## src/adc_acq_pkg.sv

```systemverilog
`default_nettype none

package adc_acq_pkg;

    // bit positions in the one-hot state vector
    typedef enum logic [4:0] {
        idle           = 5'd0,
        watch_for_trig = 5'd1,
        fill_init1     = 5'd2,
        fill_init2     = 5'd3,
        waveform_init1 = 5'd4,
        waveform_init2 = 5'd5,
        waveform_init3 = 5'd6,
        run1           = 5'd7,
        run2           = 5'd8,
        run3           = 5'd9,
        run4           = 5'd10,
        waveform_tst1  = 5'd11,
        waveform_tst2  = 5'd12,
        checksum1      = 5'd13,
        checksum2      = 5'd14,
        ddr3_wait      = 5'd15,
        done           = 5'd16
    } acq_state_e;

    localparam int NUM_STATES = 17;

    // one bit per state, exactly one set
    typedef logic [NUM_STATES-1:0] acq_state_vec_t;

    // {acq_enable1, acq_enable0} picks the burst count downstream
    localparam int FILL_TYPE_W = 2;

    // defaults for the top level parameters
    localparam int DEF_SYNC_STAGES     = 4;
    localparam int DEF_CBUF_RD_LATENCY = 2;

endpackage

`default_nettype wire

```

## src/adc_acq_phase_if.sv

```systemverilog
`default_nettype none

// one-cycle strobes decoded from the sequencer next state
interface adc_acq_phase_if;

    logic fill_hdr_sel;
    logic fill_hdr_wr;
    logic wfm_start;
    logic wfm_hdr_sel;
    logic wfm_hdr_wr;
    logic burst_first;
    logic burst_word;
    logic burst_last;
    logic tail;
    logic cksum_sel;
    logic cksum_wr;

    modport seq (
        output fill_hdr_sel, fill_hdr_wr, wfm_start, wfm_hdr_sel, wfm_hdr_wr,
        output burst_first, burst_word, burst_last, tail, cksum_sel, cksum_wr
    );

    // frame side needs every phase
    modport frame (
        input fill_hdr_sel, fill_hdr_wr, wfm_start, wfm_hdr_sel, wfm_hdr_wr,
        input burst_first, burst_word, burst_last, tail, cksum_sel, cksum_wr
    );

    // buffer side only cares about waveform start, burst and tail
    modport cbuf (
        input wfm_start, wfm_hdr_wr, burst_word, burst_last, tail
    );

endinterface

`default_nettype wire

```

## src/adc_acq_input_sync.sv

```systemverilog
`default_nettype none

module adc_acq_input_sync import adc_acq_pkg::*; #(
    parameter int SYNC_STAGES = 4
) (
    input  logic                   clk,
    input  logic                   adc_acq_full_reset,
    input  logic                   acq_enable0,
    input  logic                   acq_enable1,
    input  logic                   acq_trig,
    input  logic                   ddr3_wr_done,
    output logic [FILL_TYPE_W-1:0] fill_type,
    output logic                   mode_enabled,
    output logic                   acq_trig_s,
    output logic                   ddr3_wr_done_s,
    output logic                   trig_pulse
);

    // one lane per async input, {trig, enable1, enable0}
    logic [SYNC_STAGES-1:0][2:0] sync_q;
    // done input comes from a slower domain, two flops are enough
    logic [1:0] done_q;
    // last synchronized trigger, for the edge detect
    logic trig_d;

    always_ff @(posedge clk) begin
        if (adc_acq_full_reset) begin
            sync_q       <= '0;
            done_q       <= '0;
            trig_d       <= 1'b0;
            mode_enabled <= 1'b0;
            fill_type    <= '0;
            trig_pulse   <= 1'b0;
        end else begin
            sync_q <= {sync_q[SYNC_STAGES-2:0], {acq_trig, acq_enable1, acq_enable0}};
            done_q <= {done_q[0], ddr3_wr_done};
            trig_d <= acq_trig_s;
            // armed whenever either enable is set
            mode_enabled <= sync_q[SYNC_STAGES-1][1] | sync_q[SYNC_STAGES-1][0];
            fill_type    <= sync_q[SYNC_STAGES-1][1:0];
            // rising edge only, and only while armed
            trig_pulse <= acq_trig_s & ~trig_d & mode_enabled;
        end
    end

    assign acq_trig_s     = sync_q[SYNC_STAGES-1][2];
    assign ddr3_wr_done_s = done_q[1];

endmodule

`default_nettype wire

```

## src/adc_acq_sequencer.sv

```systemverilog
`default_nettype none

module adc_acq_sequencer import adc_acq_pkg::*; (
    input  logic            clk,
    input  logic            adc_acq_full_reset,
    input  logic            mode_enabled,
    input  logic            acq_trig_s,
    input  logic            trig_fifo_empty,
    input  logic            burst_cntr_zero,
    input  logic            ddr3_wr_done_s,
    adc_acq_phase_if.seq    phase,
    output logic            sm_idle,
    output logic            acq_enabled,
    output logic            acq_done
);

    acq_state_vec_t cs;
    acq_state_vec_t ns;

    always_ff @(posedge clk) begin
        if (adc_acq_full_reset) begin
            cs       <= '0;
            cs[idle] <= 1'b1;
        end else begin
            cs <= ns;
        end
    end

    always_comb begin
        ns = '0;
        unique case (1'b1)
            // wait to be armed
            cs[idle]:           ns[mode_enabled ? watch_for_trig : idle] = 1'b1;
            // a trigger address in the FIFO starts a fill
            cs[watch_for_trig]: ns[trig_fifo_empty ? watch_for_trig : fill_init1] = 1'b1;
            cs[fill_init1]:     ns[fill_init2] = 1'b1;
            cs[fill_init2]:     ns[waveform_init1] = 1'b1;
            cs[waveform_init1]: ns[waveform_init2] = 1'b1;
            cs[waveform_init2]: ns[waveform_init3] = 1'b1;
            cs[waveform_init3]: ns[run1] = 1'b1;
            // four words per burst
            cs[run1]:           ns[run2] = 1'b1;
            cs[run2]:           ns[run3] = 1'b1;
            cs[run3]:           ns[run4] = 1'b1;
            cs[run4]:           ns[burst_cntr_zero ? waveform_tst1 : run1] = 1'b1;
            // two tail cycles let the buffer read latency drain
            cs[waveform_tst1]:  ns[waveform_tst2] = 1'b1;
            cs[waveform_tst2]:  ns[checksum1] = 1'b1;
            cs[checksum1]:      ns[checksum2] = 1'b1;
            cs[checksum2]:      ns[ddr3_wait] = 1'b1;
            // hold until DDR3 side has written everything out
            cs[ddr3_wait]:      ns[ddr3_wr_done_s ? done : ddr3_wait] = 1'b1;
            // no retrigger while the trigger is still high
            cs[done]:           ns[(mode_enabled && acq_trig_s) ? done : idle] = 1'b1;
            default:            ns[idle] = 1'b1;
        endcase
    end

    // phase strobes come from the next state, so registered outputs
    // line up with state entry
    assign phase.fill_hdr_sel = ns[fill_init1];
    assign phase.fill_hdr_wr  = ns[fill_init2];
    assign phase.wfm_start    = ns[waveform_init1];
    assign phase.wfm_hdr_sel  = ns[waveform_init2];
    assign phase.wfm_hdr_wr   = ns[waveform_init3];
    assign phase.burst_first  = ns[run1];
    assign phase.burst_word   = ns[run1] | ns[run2] | ns[run3] | ns[run4];
    assign phase.burst_last   = ns[run4];
    assign phase.tail         = ns[waveform_tst1] | ns[waveform_tst2];
    assign phase.cksum_sel    = ns[checksum1];
    assign phase.cksum_wr     = ns[checksum2];

    always_ff @(posedge clk) begin
        if (adc_acq_full_reset) begin
            sm_idle     <= 1'b1;
            acq_enabled <= 1'b0;
            acq_done    <= 1'b0;
        end else begin
            sm_idle <= ns[idle];
            // low while DDR3 may be read, i.e. idle or waiting for a trigger
            acq_enabled <= ~(ns[idle] | ns[watch_for_trig]);
            acq_done    <= ns[done];
        end
    end

    // state register must never lose or gain a hot bit
    a_state_onehot: assert property (
        @(posedge clk) disable iff (adc_acq_full_reset) $onehot(cs)
    );

endmodule

`default_nettype wire

```

## src/adc_acq_frame_ctrl.sv

```systemverilog
`default_nettype none

module adc_acq_frame_ctrl (
    input  logic            clk,
    input  logic            adc_acq_full_reset,
    input  logic            dummy_dat_reset_mode,
    adc_acq_phase_if.frame  phase,
    output logic            adc_mux_fill_hdr_sel,
    output logic            adc_mux_wfm_hdr_sel,
    output logic            adc_mux_dat_sel,
    output logic            adc_mux_checksum_select,
    output logic            burst_cntr_init,
    output logic            burst_cntr_en,
    output logic            fill_cntr_en,
    output logic            address_cntr_en,
    output logic            dummy_dat_reset,
    output logic            hdr_wr_pulse
);

    always_ff @(posedge clk) begin
        if (adc_acq_full_reset) begin
            adc_mux_fill_hdr_sel    <= 1'b0;
            adc_mux_wfm_hdr_sel     <= 1'b0;
            adc_mux_dat_sel         <= 1'b0;
            adc_mux_checksum_select <= 1'b0;
            burst_cntr_init         <= 1'b0;
            burst_cntr_en           <= 1'b0;
            fill_cntr_en            <= 1'b0;
            address_cntr_en         <= 1'b0;
            dummy_dat_reset         <= 1'b0;
            hdr_wr_pulse            <= 1'b0;
        end else begin
            // mux selects, one per frame word type
            adc_mux_fill_hdr_sel    <= phase.fill_hdr_sel;
            adc_mux_wfm_hdr_sel     <= phase.wfm_hdr_sel;
            // data stays selected through the tail so late words get through
            adc_mux_dat_sel         <= phase.burst_word | phase.tail;
            adc_mux_checksum_select <= phase.cksum_sel;
            // burst count loads with the waveform header, decrements per burst
            burst_cntr_init <= phase.wfm_hdr_sel;
            burst_cntr_en   <= phase.burst_first;
            fill_cntr_en    <= phase.cksum_wr;
            // one address step per word written to the FIFO
            address_cntr_en <= phase.fill_hdr_wr | phase.wfm_hdr_wr |
                               phase.burst_last | phase.cksum_wr;
            // 0 keeps the dummy counter free running, 1 restarts it per waveform
            dummy_dat_reset <= phase.wfm_start & dummy_dat_reset_mode;
            // header and checksum writes go straight to the merge
            hdr_wr_pulse <= phase.fill_hdr_wr | phase.wfm_hdr_wr | phase.cksum_wr;
        end
    end

    // the output mux can only take one source
    a_mux_sel_onehot0: assert property (
        @(posedge clk) disable iff (adc_acq_full_reset)
        $onehot0({adc_mux_fill_hdr_sel, adc_mux_wfm_hdr_sel,
                  adc_mux_dat_sel, adc_mux_checksum_select})
    );

endmodule

`default_nettype wire

```

## src/adc_acq_cbuf_rd_ctrl.sv

```systemverilog
`default_nettype none

module adc_acq_cbuf_rd_ctrl #(
    parameter int CBUF_RD_LATENCY = 2
) (
    input  logic            clk,
    input  logic            adc_acq_full_reset,
    adc_acq_phase_if.cbuf   phase,
    output logic            init_circ_buf_rd_addr,
    output logic            inc_circ_buf_rd_addr,
    output logic            trig_addr_rd_en,
    output logic            latch_circ_buf_dat,
    output logic            burst_wr_pulse
);

    // bit 0 is the registered burst_last, bit CBUF_RD_LATENCY the delayed write
    logic [CBUF_RD_LATENCY:0] wr_dly;

    always_ff @(posedge clk) begin
        if (adc_acq_full_reset) begin
            init_circ_buf_rd_addr <= 1'b0;
            inc_circ_buf_rd_addr  <= 1'b0;
            trig_addr_rd_en       <= 1'b0;
            latch_circ_buf_dat    <= 1'b0;
            wr_dly                <= '0;
        end else begin
            // load start address and pop the FWFT trigger FIFO together
            init_circ_buf_rd_addr <= phase.wfm_start;
            trig_addr_rd_en       <= phase.wfm_start;
            // first step with the header write, data not valid yet
            inc_circ_buf_rd_addr <= phase.wfm_hdr_wr | phase.burst_word;
            // tail cycles pick up the words still in the read pipe
            latch_circ_buf_dat <= phase.burst_word | phase.tail;
            wr_dly <= {wr_dly[CBUF_RD_LATENCY-1:0], phase.burst_last};
        end
    end

    // burst lands in the FIFO once its last word has come out of the buffer
    assign burst_wr_pulse = wr_dly[CBUF_RD_LATENCY];

    // only two tail states exist to cover the read delay
    a_latency_range: assert property (
        @(posedge clk) CBUF_RD_LATENCY inside {[1:2]}
    );

endmodule

`default_nettype wire

```

## src/adc_acq_fifo_wr_merge.sv

```systemverilog
`default_nettype none

module adc_acq_fifo_wr_merge (
    input  logic clk,
    input  logic adc_acq_full_reset,
    input  logic hdr_wr_pulse,
    input  logic burst_wr_pulse,
    output logic adc_acq_out_valid,
    output logic adc_mux_checksum_update
);

    always_ff @(posedge clk) begin
        if (adc_acq_full_reset) begin
            adc_acq_out_valid       <= 1'b0;
            adc_mux_checksum_update <= 1'b0;
        end else begin
            adc_acq_out_valid <= hdr_wr_pulse | burst_wr_pulse;
            // only data bursts feed the checksum
            adc_mux_checksum_update <= burst_wr_pulse;
        end
    end

    // a delayed burst write must clear before the checksum write
    a_no_wr_overlap: assert property (
        @(posedge clk) disable iff (adc_acq_full_reset)
        !(hdr_wr_pulse && burst_wr_pulse)
    );

endmodule

`default_nettype wire

```

## src/adc_acq_top.sv

```systemverilog
`default_nettype none

module adc_acq_top import adc_acq_pkg::*; #(
    parameter int SYNC_STAGES     = DEF_SYNC_STAGES,
    parameter int CBUF_RD_LATENCY = DEF_CBUF_RD_LATENCY
) (
    input  logic                   clk,
    input  logic                   adc_acq_full_reset,
    input  logic                   acq_enable0,
    input  logic                   acq_enable1,
    input  logic                   acq_trig,
    input  logic                   trig_fifo_empty,
    input  logic                   burst_cntr_zero,
    input  logic                   ddr3_wr_done,
    input  logic                   dummy_dat_reset_mode,
    output logic [FILL_TYPE_W-1:0] fill_type,
    output logic                   trig_pulse,
    output logic                   acq_enabled,
    output logic                   acq_done,
    output logic                   sm_idle,
    output logic                   address_cntr_en,
    output logic                   dummy_dat_reset,
    output logic                   adc_mux_fill_hdr_sel,
    output logic                   adc_mux_wfm_hdr_sel,
    output logic                   adc_mux_dat_sel,
    output logic                   adc_mux_checksum_select,
    output logic                   adc_mux_checksum_update,
    output logic                   burst_cntr_init,
    output logic                   burst_cntr_en,
    output logic                   fill_cntr_en,
    output logic                   adc_acq_out_valid,
    output logic                   init_circ_buf_rd_addr,
    output logic                   inc_circ_buf_rd_addr,
    output logic                   trig_addr_rd_en,
    output logic                   latch_circ_buf_dat
);

    // synchronized levels into the sequencer
    logic mode_enabled;
    logic acq_trig_s;
    logic ddr3_wr_done_s;
    // write strobes into the merge
    logic hdr_wr_pulse;
    logic burst_wr_pulse;

    adc_acq_phase_if phase ();

    adc_acq_input_sync #(
        .SYNC_STAGES (SYNC_STAGES)
    ) u_input_sync (
        .clk                (clk),
        .adc_acq_full_reset (adc_acq_full_reset),
        .acq_enable0        (acq_enable0),
        .acq_enable1        (acq_enable1),
        .acq_trig           (acq_trig),
        .ddr3_wr_done       (ddr3_wr_done),
        .fill_type          (fill_type),
        .mode_enabled       (mode_enabled),
        .acq_trig_s         (acq_trig_s),
        .ddr3_wr_done_s     (ddr3_wr_done_s),
        .trig_pulse         (trig_pulse)
    );

    adc_acq_sequencer u_sequencer (
        .clk                (clk),
        .adc_acq_full_reset (adc_acq_full_reset),
        .mode_enabled       (mode_enabled),
        .acq_trig_s         (acq_trig_s),
        .trig_fifo_empty    (trig_fifo_empty),
        .burst_cntr_zero    (burst_cntr_zero),
        .ddr3_wr_done_s     (ddr3_wr_done_s),
        .phase              (phase.seq),
        .sm_idle            (sm_idle),
        .acq_enabled        (acq_enabled),
        .acq_done           (acq_done)
    );

    adc_acq_frame_ctrl u_frame_ctrl (
        .clk                     (clk),
        .adc_acq_full_reset      (adc_acq_full_reset),
        .dummy_dat_reset_mode    (dummy_dat_reset_mode),
        .phase                   (phase.frame),
        .adc_mux_fill_hdr_sel    (adc_mux_fill_hdr_sel),
        .adc_mux_wfm_hdr_sel     (adc_mux_wfm_hdr_sel),
        .adc_mux_dat_sel         (adc_mux_dat_sel),
        .adc_mux_checksum_select (adc_mux_checksum_select),
        .burst_cntr_init         (burst_cntr_init),
        .burst_cntr_en           (burst_cntr_en),
        .fill_cntr_en            (fill_cntr_en),
        .address_cntr_en         (address_cntr_en),
        .dummy_dat_reset         (dummy_dat_reset),
        .hdr_wr_pulse            (hdr_wr_pulse)
    );

    adc_acq_cbuf_rd_ctrl #(
        .CBUF_RD_LATENCY (CBUF_RD_LATENCY)
    ) u_cbuf_rd_ctrl (
        .clk                   (clk),
        .adc_acq_full_reset    (adc_acq_full_reset),
        .phase                 (phase.cbuf),
        .init_circ_buf_rd_addr (init_circ_buf_rd_addr),
        .inc_circ_buf_rd_addr  (inc_circ_buf_rd_addr),
        .trig_addr_rd_en       (trig_addr_rd_en),
        .latch_circ_buf_dat    (latch_circ_buf_dat),
        .burst_wr_pulse        (burst_wr_pulse)
    );

    adc_acq_fifo_wr_merge u_fifo_wr_merge (
        .clk                     (clk),
        .adc_acq_full_reset      (adc_acq_full_reset),
        .hdr_wr_pulse            (hdr_wr_pulse),
        .burst_wr_pulse          (burst_wr_pulse),
        .adc_acq_out_valid       (adc_acq_out_valid),
        .adc_mux_checksum_update (adc_mux_checksum_update)
    );

endmodule

`default_nettype wire

```

## config.mk

```make
export PLATFORM = sky130hd
export DESIGN_NAME = adc_acq_top
export DESIGN_NICKNAME = d
export VERILOG_FILES = /design/src/adc_acq_pkg.sv /design/src/adc_acq_phase_if.sv /design/src/adc_acq_input_sync.sv /design/src/adc_acq_sequencer.sv /design/src/adc_acq_frame_ctrl.sv /design/src/adc_acq_cbuf_rd_ctrl.sv /design/src/adc_acq_fifo_wr_merge.sv /design/src/adc_acq_top.sv
export SDC_FILE = /design/constraint.sdc
export NUM_CORES = 1
export LEC_CHECK = 0
export ABC_CLOCK_PERIOD_IN_PS = 1500
export BUFFER_PORTS_ARGS = -buffer_cell sky130_fd_sc_hd__buf_2
export CAP_MARGIN = 20
export CELL_PAD_IN_SITES_DETAIL_PLACEMENT = 0
export CELL_PAD_IN_SITES_GLOBAL_PLACEMENT = 1
export CORE_ASPECT_RATIO = 0.9
export CORE_UTILIZATION = 42
export DETAILED_ROUTE_END_ITERATION = 10
export HOLD_SLACK_MARGIN = 0.1
export PLACE_DENSITY_LB_ADDON = 0.1
export SLEW_MARGIN = 10
export SYNTH_ARGS = -nofsm -noshare
export SYNTH_HDL_FRONTEND = slang
export SYNTH_HIERARCHICAL = 1
export SYNTH_SLANG_ARGS = --single-unit
```

## constraint.sdc

```tcl
create_clock -name clk -period 1.5 [get_ports clk]
set_input_delay 0.15 -clock clk [delete_from_list [all_inputs] [get_ports clk]]
set_output_delay 0.15 -clock clk [all_outputs]
set_load 0.005 [all_outputs]
```

==> reports/metrics.yaml <==
clock_tree:
  cts-root-buf: "clkbuf_8"
  clock_latency_ps: 290
  clk_pin_slew_ps: 80
  cts_sinks: 54
  post_cts_resized: 0
  clockBufferDepth: 2
  cts_tree: "done"
  postCtsSetupBuffers: 0
  cts_hold_buf: 5
  cts_htree_levels: 2
  cts_buffers: 5
logic_synthesis:
  synth.area.top_cells: "dfxtp_1 (67%), nor2b_1 (12%), and2b_1 (3.7%), o21ba_1 (2.5%), nor2_1 (2.1%)"
  synth-seq-area-share: 0.672
  synth_top_cell_by_area: "dfxtp_1"
  ys_seq_elements: 54
  netlist_area_um2: 1610
  yosysTopAreaCellShare: 0.672
  syn_inst: 138
  synth_warnings: 6
  avgSynthCellArea_um2: 11.7
  synth_nets: 147
  yosysUniqueCellTypes: 24
setup_path:
  path_class: "reg2reg"
  slowest_delay_ps: 530
  cpMaxStageDelayCell: "or4_1"
  worst_r2r_endpoint: "u_sequencer/acq_enabled$_SDFF_PP0_"
  crit_fanout: 3
  crit_required_ps: 1690
  r2r-start: "u_sequencer/cs[10]$_SDFF_PP0_"
  worstRegToRegCells: 4
  crit_chain: "or4_1, nor3_2, and4_1, nor3b_1"
  start_kind: "flop"
  end_kind: "flop"
  rrSetupSlack_ps: 180
  crit_arrival_ps: 1510
  critPathBufInv: 0
  crit_family: "simple AND/OR/NAND/NOR gates"
cells_and_area:
  num_antenna_cells: 0
  syn2layout_area_growth_pct: 19.1
  multi_input_area_um2: 478
  regArea_um2: 1080
  fin_nets: 185
  fillers: 345
  drive_gt1_frac: 0.222
global_routing:
  grt_antenna_before_repair: 0
  grt_pass1_wl_mm: 4.07
  grt_pass1_vias: 964
  grt.total_usage: 0.140
  grt-ovfl-total: 0
  grt_max_degree: 21
pwr:
  p_per_area_nw_per_um2: 1170
  switching_share: 0.191
  ir_worst_vdd_uv: 608
  power.total_mw: 2.23
  intPower_mw: 1.81
  p_comb_frac: 0.030
  p_seq_frac: 0.651
  switchingPower_mw: 0.427
  p_clk_frac: 0.319
  power_leakage_nw: 0.903
hold_path:
  min_to: "u_sequencer/cs[11]$_SDFF_PP0_"
  hold_start: "burst_cntr_zero"
  hold_depth: 3
  min_path_type: "in2reg"
route:
  avgRoutedWirePerCell_um: 10.6
  drc: 0
  drt-pass1-iter-count: 4
  vias: 978
  ant_nets: 0
  via_per_inst: 4.45
  drt_iter0_markers: 31
  wirelength_mm: 2.33
timing:
  hold_viol_final: 0
  finalMaxSlewViolations: 0
  slew_headroom: 0.805
  rsz0062_at_grt: "no"
  timing.hold.ws_ps: 137
  finalSetupTns_ps: 0
  fin_crit_ps: 1320
  period_share: 0.877
  setup_violations: 0
  worst_clock_skew_ps: 2.20
  fin_ws_ps: 184
  worst_pin_slew_ps: 290
  max_freq_mhz: 760
run_status:
  status: "complete, no violations"
die:
  start_util: 0.459
  core_um2: 3500
  io_pins: 30
  dieArea_um2: 4080
  die_width_um: 67.2
  fp.dieH_um: 60.7
  rows: 20
placement:
  gp_congestion: 0.712
  io_buffers: 29
  preCtsSetupSlack_ps: 186
  dpl.hpwl_mm: 1.60
job:
  max_cap_violations: 0
-- cell type report --
type | instances | share of cell area
clock buffers | 7 | 0.0398
inverters | 4 | 0.00784
multi-input cells | 75 | 0.250
flip-flops and latches | 54 | 0.564
well taps | 44 | 0.0287
repair buffers | 36 | 0.110
-- synth_stat cells --
cell type / n
dfxtp_1: 54
nor2b_1: 31
nor2_1: 9
and2b_1: 8
inv_1: 4
nand2_1: 4
o21ba_1: 4
a21oi_1: 3
buf_4: 2
clkbuf_1: 2
nand2b_1: 2
nor3_2: 2
nor4_1: 2
a22oi_1: 1
a32oi_1: 1
and4_1: 1
buf_6: 1
nor2b_2: 1
nor3_1: 1
nor3b_1: 1
nor4bb_1: 1
o21ai_0: 1
or2_1: 1
or4_1: 1
-- stage by stage --
step	cells	instance area [um^2]	utilization
floorplan	138	1610	-
global placement	208	1790	0.511
detailed placement	208	1790	0.511
CTS	220	1920	0.547
global route	220	1920	0.547
finish	220	1920	0.547
-- flip-flops by register name, summed over array words and instances, names as in the netlist, 2 cells and up --
| register | flops |
|---|---|
| u_cbuf_rd_ctrl/wr_dly | 3 |
| u_sequencer/cs | 17 |
| u_input_sync/fill_type | 2 |
| u_input_sync/sync_q | 11 |
| u_input_sync/done_q | 2 |
-- worst min-delay path, delay by kind of cell --
kind	cells	cell delay, ps
buffers and inverters	1	110
AND/OR/NAND/NOR	2	120
-- power groups by stage --
stage / clock, mW / combinational [mW] / sequential (mW)
after floorplan: 0 / 0.0289 / 1.49
after global placement: 0 / 0.0568 / 1.49
after detailed placement: 0 / 0.0587 / 1.49
after CTS: 0.745 / 0.0685 / 1.46
after global routing: 0.822 / 0.0755 / 1.46
final: 0.713 / 0.0668 / 1.45
-- cells by family after synthesis --
| family | share of synthesized area |
|---|---|
| and+or+nand+nor | 0.250 |
| DFF | 0.672 |
| buffers and inverters | 0.0303 |
| AOI/OAI and AO/OA | 0.0475 |
-- metal layers --
layer | wire, um | GRT usage
met5 | 0 | 0
met4 | 47 | 0.0821
met3 | 168 | 0.0526
met2 | 989 | 0.204
met1 | 1120 | 0.176
-- how the worst max path moves through the flow --
stage / from / to / slack (ps) / cells after the start
6_report: u_sequencer/cs[10]$_SDFF_PP0_ / u_sequencer/acq_enabled$_SDFF_PP0_ / 180 / 4
5_1_grt: u_sequencer/cs[10]$_SDFF_PP0_ / u_sequencer/cs[0]$_SDFF_PP1_ / 120 / 4
4_1_cts: u_sequencer/cs[10]$_SDFF_PP0_ / u_sequencer/acq_enabled$_SDFF_PP0_ / 170 / 4
3_5_place_dp: u_sequencer/cs[10]$_SDFF_PP0_ / u_sequencer/acq_enabled$_SDFF_PP0_ / 190 / 4
3_3_place_gp: u_sequencer/cs[10]$_SDFF_PP0_ / u_sequencer/acq_enabled$_SDFF_PP0_ / 200 / 4
2_1_floorplan: u_sequencer/cs[10]$_SDFF_PP0_ / u_sequencer/acq_enabled$_SDFF_PP0_ / 230 / 4
-- cell usage in the layout, fill, tap and decap left out --
cell type	instances
dfxtp_1	54
nor2b_1	31
buf_2	29
nor2_1	9
and2b_1	8
clkbuf_8	5
dlygate4sd3_1	5
o21ba_1	4
inv_1	4
nand2_1	4
a21oi_1	3
clkbuf_1	2
buf_4	2
nor3_2	2
nand2b_1	2
nor4_1	2
nor2b_2	1
nor4bb_1	1
nor3_1	1
a22oi_1	1
o21ai_0	1
or4_1	1
and4_1	1
or2_1	1
a32oi_1	1
nor3b_1	1
Power figures use the tool's default switching activity.
